**src/hdl/hub_pkg.sv**
```systemverilog
// repeating hub definitions

package hub_pkg;

  ////////////////////////////////////////////////////////////
  // sizing
  ////////////////////////////////////////////////////////////

  localparam int num_ports     = 3;
  localparam int ifg_cycles    = 10;
  localparam int max_pkt_bytes = 32;
  // room for two longest packets
  localparam int fifo_depth    = 64;
  localparam int desc_depth    = 2;

  ////////////////////////////////////////////////////////////
  // types
  ////////////////////////////////////////////////////////////

  typedef logic [7:0] byte_t;
  typedef logic [5:0] pkt_len_t;
  typedef logic [1:0] port_id_t;
  typedef logic [$clog2(fifo_depth)-1:0] fifo_ptr_t;
  // pointer plus wrap bit, also used for fill levels
  typedef logic [$clog2(fifo_depth):0] fifo_cnt_t;

  // one byte slot on a port
  typedef struct packed {
    logic  vld;
    byte_t data;
  } byte_beat_t;

  typedef struct packed {
    logic     vld;
    port_id_t port;
  } grant_t;

  typedef enum logic [1:0] {
    tx_idle,
    tx_lead,
    tx_send,
    tx_gap
  } tx_state_t;

endpackage

```
**src/hdl/frame_fifo.sv**
```systemverilog
// packet byte store

`timescale 1ns/100ps

module frame_fifo import hub_pkg::*; (
  input  logic      clk,
  input  logic      rst,
  input  logic      wr_en,
  input  byte_t     wr_data,
  input  logic      commit,
  input  logic      rewind,
  input  logic      rd_en,
  output byte_t     rd_data,
  output fifo_cnt_t free_bytes
);

  // tentative write, committed write and read pointers
  fifo_cnt_t wr_ptr;
  fifo_cnt_t cm_ptr;
  fifo_cnt_t rd_ptr;
  byte_t     mem [fifo_depth];
  logic      rd_ok;

  // reader never passes the committed boundary
  assign rd_ok = rd_en && (rd_ptr != cm_ptr);

  // space left counts uncommitted bytes as used
  assign free_bytes = fifo_cnt_t'(fifo_depth) - (wr_ptr - rd_ptr);

  ////////////////////////////////////////////////////////////
  // storage
  ////////////////////////////////////////////////////////////

  always_ff @(posedge clk) begin
    if (wr_en) begin
      mem[fifo_ptr_t'(wr_ptr)] <= wr_data;
    end
    if (rd_ok) begin
      rd_data <= mem[fifo_ptr_t'(rd_ptr)];
    end
  end

  ////////////////////////////////////////////////////////////
  // pointers
  ////////////////////////////////////////////////////////////

  always_ff @(posedge clk) begin
    if (rst) begin
      wr_ptr <= '0;
      cm_ptr <= '0;
      rd_ptr <= '0;
    end else begin
      // rewind throws away everything since the last commit
      if (rewind) begin
        wr_ptr <= cm_ptr;
      end else if (wr_en) begin
        wr_ptr <= wr_ptr + 1'b1;
      end
      if (commit) begin
        cm_ptr <= wr_ptr;
      end
      if (rd_ok) begin
        rd_ptr <= rd_ptr + 1'b1;
      end
    end
  end

endmodule

```
**src/hdl/port_rx.sv**
```systemverilog
// port receive framer

`timescale 1ns/100ps

module port_rx import hub_pkg::*; (
  input  logic       clk,
  input  logic       rst,
  input  byte_beat_t rx,
  input  logic       desc_pop,
  input  logic       rd_en,
  output byte_t      rd_data,
  output logic       pend,
  output pkt_len_t   head_len
);

  logic      in_pkt;
  logic      dropped;
  pkt_len_t  len;
  pkt_len_t  cur_len;
  logic      cur_drop;
  logic      drop_now;
  logic      pkt_end;
  logic      commit;
  logic      rewind;
  logic      wr_en;
  fifo_cnt_t free_bytes;

  // length descriptor queue
  pkt_len_t                        desc_q [desc_depth];
  logic [$clog2(desc_depth)-1:0]   desc_wr;
  logic [$clog2(desc_depth)-1:0]   desc_rd;
  logic [$clog2(desc_depth):0]     desc_cnt;

  // first byte of a packet starts from a clean slate
  assign cur_len  = in_pkt ? len : '0;
  assign cur_drop = in_pkt ? dropped : 1'b0;

  // too long, or no byte left in the store
  assign drop_now = rx.vld && (cur_drop || cur_len == max_pkt_bytes || free_bytes == '0);
  assign wr_en    = rx.vld && !drop_now;

  assign pkt_end = in_pkt && !rx.vld;
  assign commit  = pkt_end && !dropped && (desc_cnt != desc_depth);
  assign rewind  = pkt_end && !commit;

  assign pend     = desc_cnt != '0;
  assign head_len = desc_q[desc_rd];

  frame_fifo fifo_i (
    .clk        (clk),
    .rst        (rst),
    .wr_en      (wr_en),
    .wr_data    (rx.data),
    .commit     (commit),
    .rewind     (rewind),
    .rd_en      (rd_en),
    .rd_data    (rd_data),
    .free_bytes (free_bytes)
  );

  always_ff @(posedge clk) begin
    if (rst) begin
      in_pkt  <= 1'b0;
      dropped <= 1'b0;
      len     <= '0;
    end else begin
      in_pkt  <= rx.vld;
      dropped <= rx.vld && drop_now;
      if (!rx.vld) begin
        len <= '0;
      end else if (wr_en) begin
        len <= cur_len + 1'b1;
      end
    end
  end

  always_ff @(posedge clk) begin
    if (commit) begin
      desc_q[desc_wr] <= len;
    end
  end

  always_ff @(posedge clk) begin
    if (rst) begin
      desc_wr  <= '0;
      desc_rd  <= '0;
      desc_cnt <= '0;
    end else begin
      if (commit) begin
        desc_wr <= desc_wr + 1'b1;
      end
      if (desc_pop) begin
        desc_rd <= desc_rd + 1'b1;
      end
      case ({commit, desc_pop})
        2'b10:   desc_cnt <= desc_cnt + 1'b1;
        2'b01:   desc_cnt <= desc_cnt - 1'b1;
        default: desc_cnt <= desc_cnt;
      endcase
    end
  end

endmodule

```
**src/hdl/hub_sched.sv**
```systemverilog
// round robin packet scheduler

`timescale 1ns/100ps

module hub_sched import hub_pkg::*; (
  input  logic                 clk,
  input  logic                 rst,
  input  logic [num_ports-1:0] pend,
  input  logic                 busy,
  output grant_t               grant
);

  port_id_t last;
  port_id_t pick;
  logic     found;
  logic     issue;

  // search starts one past the last served port
  always_comb begin
    int idx;
    pick  = last;
    found = 1'b0;
    for (int i = 1; i <= num_ports; i++) begin
      idx = (int'(last) + i) % num_ports;
      if (!found && pend[idx]) begin
        found = 1'b1;
        pick  = port_id_t'(idx);
      end
    end
  end

  // transmitter only reports busy one cycle after the grant,
  // so the grant pulse itself blocks a second one
  assign issue = found && !busy && !grant.vld;

  always_ff @(posedge clk) begin
    if (rst) begin
      grant <= '0;
      last  <= port_id_t'(num_ports - 1);
    end else begin
      grant.vld <= issue;
      if (issue) begin
        grant.port <= pick;
        last       <= pick;
      end
    end
  end

endmodule

```
**src/hdl/port_tx.sv**
```systemverilog
// packet transmit fan-out

`timescale 1ns/100ps

module port_tx import hub_pkg::*; (
  input  logic                             clk,
  input  logic                             rst,
  input  grant_t                           grant,
  input  pkt_len_t   [num_ports-1:0]       head_len,
  input  byte_t      [num_ports-1:0]       rd_data,
  output logic       [num_ports-1:0]       desc_pop,
  output logic       [num_ports-1:0]       rd_en,
  output logic                             busy,
  output byte_beat_t [num_ports-1:0]       tx_out
);

  typedef logic [$clog2(ifg_cycles+1)-1:0] gap_cnt_t;

  tx_state_t            state;
  port_id_t             src;
  pkt_len_t             cnt;
  gap_cnt_t             gap;
  logic [num_ports-1:0] src_hot;

  always_comb begin
    src_hot      = '0;
    src_hot[src] = 1'b1;
  end

  // one read ahead covers the fifo read latency
  assign rd_en = ((state == tx_lead) || (state == tx_send && cnt > 1)) ? src_hot : '0;
  assign busy  = state != tx_idle;

  ////////////////////////////////////////////////////////////
  // output fan-out
  ////////////////////////////////////////////////////////////

  always_comb begin
    for (int p = 0; p < num_ports; p++) begin
      tx_out[p].vld  = (state == tx_send) && (src != port_id_t'(p));
      tx_out[p].data = rd_data[src];
    end
  end

  ////////////////////////////////////////////////////////////
  // FSM
  ////////////////////////////////////////////////////////////

  always_ff @(posedge clk) begin
    if (rst) begin
      state    <= tx_idle;
      desc_pop <= '0;
      cnt      <= '0;
      gap      <= '0;
    end else begin
      desc_pop <= '0;
      case (state)
        tx_idle: begin
          if (grant.vld) begin
            src                  <= grant.port;
            cnt                  <= head_len[grant.port];
            desc_pop[grant.port] <= 1'b1;
            state                <= tx_lead;
          end
        end
        // first read in flight
        tx_lead: state <= tx_send;
        tx_send: begin
          cnt <= cnt - 1'b1;
          if (cnt == 1) begin
            gap   <= gap_cnt_t'(ifg_cycles);
            state <= tx_gap;
          end
        end
        tx_gap: begin
          gap <= gap - 1'b1;
          if (gap == 1) begin
            state <= tx_idle;
          end
        end
        default: state <= tx_idle;
      endcase
    end
  end

endmodule

```
**src/hdl/hub_top.sv**
```systemverilog
// three port repeating hub

`timescale 1ns/100ps

module hub_top import hub_pkg::*; (
  input  logic                       clk,
  input  logic                       rst,
  input  byte_beat_t [num_ports-1:0] rx_in,
  output byte_beat_t [num_ports-1:0] tx_out
);

  logic     [num_ports-1:0] pend;
  logic     [num_ports-1:0] desc_pop;
  logic     [num_ports-1:0] rd_en;
  pkt_len_t [num_ports-1:0] head_len;
  byte_t    [num_ports-1:0] rd_data;
  logic                     busy;
  grant_t                   grant;

  // receivers, one per port
  for (genvar p = 0; p < num_ports; p++) begin : g_rx
    port_rx rx_i (
      .clk      (clk),
      .rst      (rst),
      .rx       (rx_in[p]),
      .desc_pop (desc_pop[p]),
      .rd_en    (rd_en[p]),
      .rd_data  (rd_data[p]),
      .pend     (pend[p]),
      .head_len (head_len[p])
    );
  end

  hub_sched sched_i (
    .clk   (clk),
    .rst   (rst),
    .pend  (pend),
    .busy  (busy),
    .grant (grant)
  );

  port_tx tx_i (
    .clk      (clk),
    .rst      (rst),
    .grant    (grant),
    .head_len (head_len),
    .rd_data  (rd_data),
    .desc_pop (desc_pop),
    .rd_en    (rd_en),
    .busy     (busy),
    .tx_out   (tx_out)
  );

endmodule

```
**config.mk**
```make
export PLATFORM = sky130hd
export DESIGN_NAME = hub_top
export DESIGN_NICKNAME = d
export VERILOG_FILES = /design/src/hdl/hub_pkg.sv /design/src/hdl/frame_fifo.sv /design/src/hdl/port_rx.sv /design/src/hdl/hub_sched.sv /design/src/hdl/port_tx.sv /design/src/hdl/hub_top.sv
export SDC_FILE = /design/constraint.sdc
export NUM_CORES = 2
export LEC_CHECK = 0
export BUFFER_PORTS_ARGS = -buffer_cell sky130_fd_sc_hd__buf_2
export CAP_MARGIN = 10
export CORE_MARGIN = 8
export CORE_UTILIZATION = 67
export CTS_CLUSTER_SIZE = 16
export DETAILED_ROUTE_END_ITERATION = 6
export PLACE_DENSITY = 0.84
export SLEW_MARGIN = 25
export SYNTH_ARGS = -nofsm -noshare
export SYNTH_HDL_FRONTEND = slang
export SYNTH_SLANG_ARGS = --single-unit
```
**constraint.sdc**
```tcl
create_clock -name clk -period 10.02 [get_ports clk]
set_clock_uncertainty 0.05 [all_clocks]
set_input_delay 2.505 -clock clk [delete_from_list [all_inputs] [get_ports clk]]
set_output_delay 2.505 -clock clk [all_outputs]
set_load 0.01 [all_outputs]
```
==> metrics.txt <==
status finished with violations; failing checks design-rule violations; 1st-pass router iterations 7; top-count cell post-synth edfxtp_1; Synth Warn # 0; Synth Instances 3526; Core ar. 0.1019 sq mm; Critical Setup Path Class flop to flop; adder-cell share of the synthesized area 1.159%; starting density of the core 67.59%; DRC errors left 32; worst skew pair latency 0.81 ns; clk sinks 1719; CTS tree done; routed vias/inst 7.463; Area contributors post-synth edfxtp_1 70%, mux4_2 16%, dfxtp_1 3.5%, nor2_1 1.7%, ha_1 1.1%; crit end category flop; Synth top area share 69.68%; clock slew at reported path FFs 0.06 ns; cell accounting for the most synthesized area edfxtp_1; gpl congestion 0.9118; post-DP HPWL 94.66 mm; clock root buffer clkbuf_16; Compound-Gate Fraction of Synth Area 2.124%; Layout area overhead 10.06%; first-pass GRT wire length 269.9 mm; crit start category flop; Buffers on Ports 55; WP data arrival 6.11 ns; multiplexer share of the synthesized area 16.62%; initial antenna violation count 10; largest family of logic cells by synthesized area multiplexers; Post-Syn Nets 3617; Max clock buf depth 3; Final Hold Violating Endpoints 0; H-tree depth 4; synth cell count leaders 1598 x edfxtp_1, 474 x mux4_2, 318 x nor2_1; Post-synth EDFFs 1598; ys flop type edfxtp_1; required time of the critical path 10.37 ns; Max-Cap Viols 0; Post-CTS Hold Fix Bufs 0; Ports 56; WL final 185.8 mm; Final Max Slew Viols 0; sequential area share after synthesis 73.19%; vias after detailed routing 37995; Rows 117; worst setup margin 4.257 ns; post-route ant nets 0; Rel. slew slack 22.43%; minimum clock period 5.763 ns; initial drt markers 6822; final number of setup-violating endpoints 0; simple-gate share of the synthesized area 4.155%; fin nets 3671; Tcrit/Tclk final 57.51%; grt total ovfl 0; Die Ht 336.6 microns; setup TNS 0 ns; synthesized area 0.06887 sq mm; Seq cells post-synth 1719; Resized cells post-CTS 0; FFs w/ async S/R, synth 0%; largest net degree at the start of global routing 81; share of cells above drive strength 1 22.75%; fmax 0.1735 GHz; Leak Pwr 23.28 nW; Syn Area/Cell 19.53 sq um; XOR/XNOR Fraction of Synth Area 0.8902%; drt wl/cell 36.50 microns; die area 0.1133 sq mm; Crit Path Max Fanout 40; Worst VDD drop 193.9 uV; gr usage total 32.77%; Yosys cell types 68; vias in the first global route 38294; setup bufs post-CTS 0; slew at the pin closest to its max-slew limit 1.164 ns; Hold Crit Class flop to flop; total CTS buffers 163; Setup WS pre-CTS 4.753 ns; Die X 336.6 microns; Cell Pwr Density 200.8 mW/mm^2; RSZ-0062 raised after global routing false
-- worst paths after layout --
kind	slack [ns]	to	from	depth (start not counted)
worst max register to register	4.26	g_rx[2].rx_i.fifo_i.mem[26][6]$_DFFE_PP_	g_rx[2].rx_i.fifo_i.rd_ptr[0]$_SDFFE_PP0P_	13
worst max-delay path	4.26	g_rx[2].rx_i.fifo_i.mem[26][6]$_DFFE_PP_	g_rx[2].rx_i.fifo_i.rd_ptr[0]$_SDFFE_PP0P_	13
worst min-delay path	0.44	g_rx[0].rx_i.desc_q[0][1]$_DFFE_PP_	g_rx[0].rx_i.len[1]$_SDFFE_PP0P_	0
worst min register to register	0.44	g_rx[0].rx_i.desc_q[0][1]$_DFFE_PP_	g_rx[0].rx_i.len[1]$_SDFFE_PP0P_	0
-- power by group --
group          switching [W]  internal, W  total, W
registers          0.0000788      0.00791   0.00799
clock network        0.00284      0.00359   0.00643
logic               0.000557     0.000241  0.000797
total                0.00347       0.0117    0.0152
-- cells by family (layout without fill, tap and decap cells) --
| group | after synthesis | count (layout) |
|---|---|---|
| flops | 1719 | 1719 |
| simple gates | 618 | 618 |
| buf+inv | 274 | 462 |
| xor+xnor | 70 | 70 |
| mux | 550 | 550 |
| other cells | 0 | 9 |
| compound gates | 233 | 233 |
| fa+ha+maj | 62 | 62 |
-- registers in the layout, indices dropped and copies added, names as in the netlist, 4 cells and up, named ones only --
name,flops
g_rx.rx_i.fifo_i.mem,1536
g_rx.rx_i.desc_q,36
g_rx.rx_i.fifo_i.rd_data,24
g_rx.rx_i.fifo_i.cm_ptr,21
g_rx.rx_i.fifo_i.rd_ptr,21
g_rx.rx_i.fifo_i.wr_ptr,21
g_rx.rx_i.len,18
g_rx.rx_i.desc_cnt,6
tx_i.cnt,6
tx_i.gap,4
-- per-stage QoR --
step	area, sq um	util [%]	hold WS, ns	cells	total power [W]
detailed placement	70230	68.93	0.4296	4782	0.008830
global route	75780	74.38	0.4676	5084	0.01548
CTS	75660	74.26	0.4391	5081	0.01517
floorplan	68870	-	0.3564	3526	0.008534
finish	75800	74.39	0.4418	5091	0.01522
global placement	70150	68.85	0.4051	4780	0.008772
-- layout by cell type (no fill, tap or decap), types with 43 or more instances in the layout --
master and count:
a211oi_1 50, a21oi_1 81, buf_2 45, clkbuf_16 165
dfxtp_1 109, edfxtp_1 1598, ha_1 59, inv_1 66
mux2i_1 70, mux4_2 474, nand2_1 71, nor2_1 316
nor2b_1 43
-- critical path, cell delays in order (launching register included) --
cell and delay, ns:
dfxtp_4 0.90, inv_1 0.15, ha_1 0.28, inv_1 0.11, ha_1 0.21, inv_1 0.08, fa_1 0.46, nor2b_1 0.19
o21ai_0 0.14, a2bb2oi_1 0.28, nor4_2 0.14, nor2_2 0.57, nand4_1 0.87, nor2_1 0.92
-- layer usage --
metal | vias up | wire length [microns] | track usage (%)
met1 | 19010 | 60900 | 42.64
met4 | 4 | 11920 | 16.24
li1 | 14380 | - | -
met2 | 3746 | 89240 | 52.39
met5 | - | 21 | 0
met3 | 855 | 23750 | 8.099
-- cell type report --
class                           count  area, sq um
Timing Repair Buffer               93        633.1
Antenna cell                        9        22.52
Inverter                           70        262.8
Tap cell                         1368         1712
Clock inverter                     93         1084
Sequential cell                  1719        50450
Multi-Input combinational cell   1533        17290
Clock buffer                      206         4353
Fill cell                        4896        26090
No activity file was read; power rests on OpenSTA's default activity.
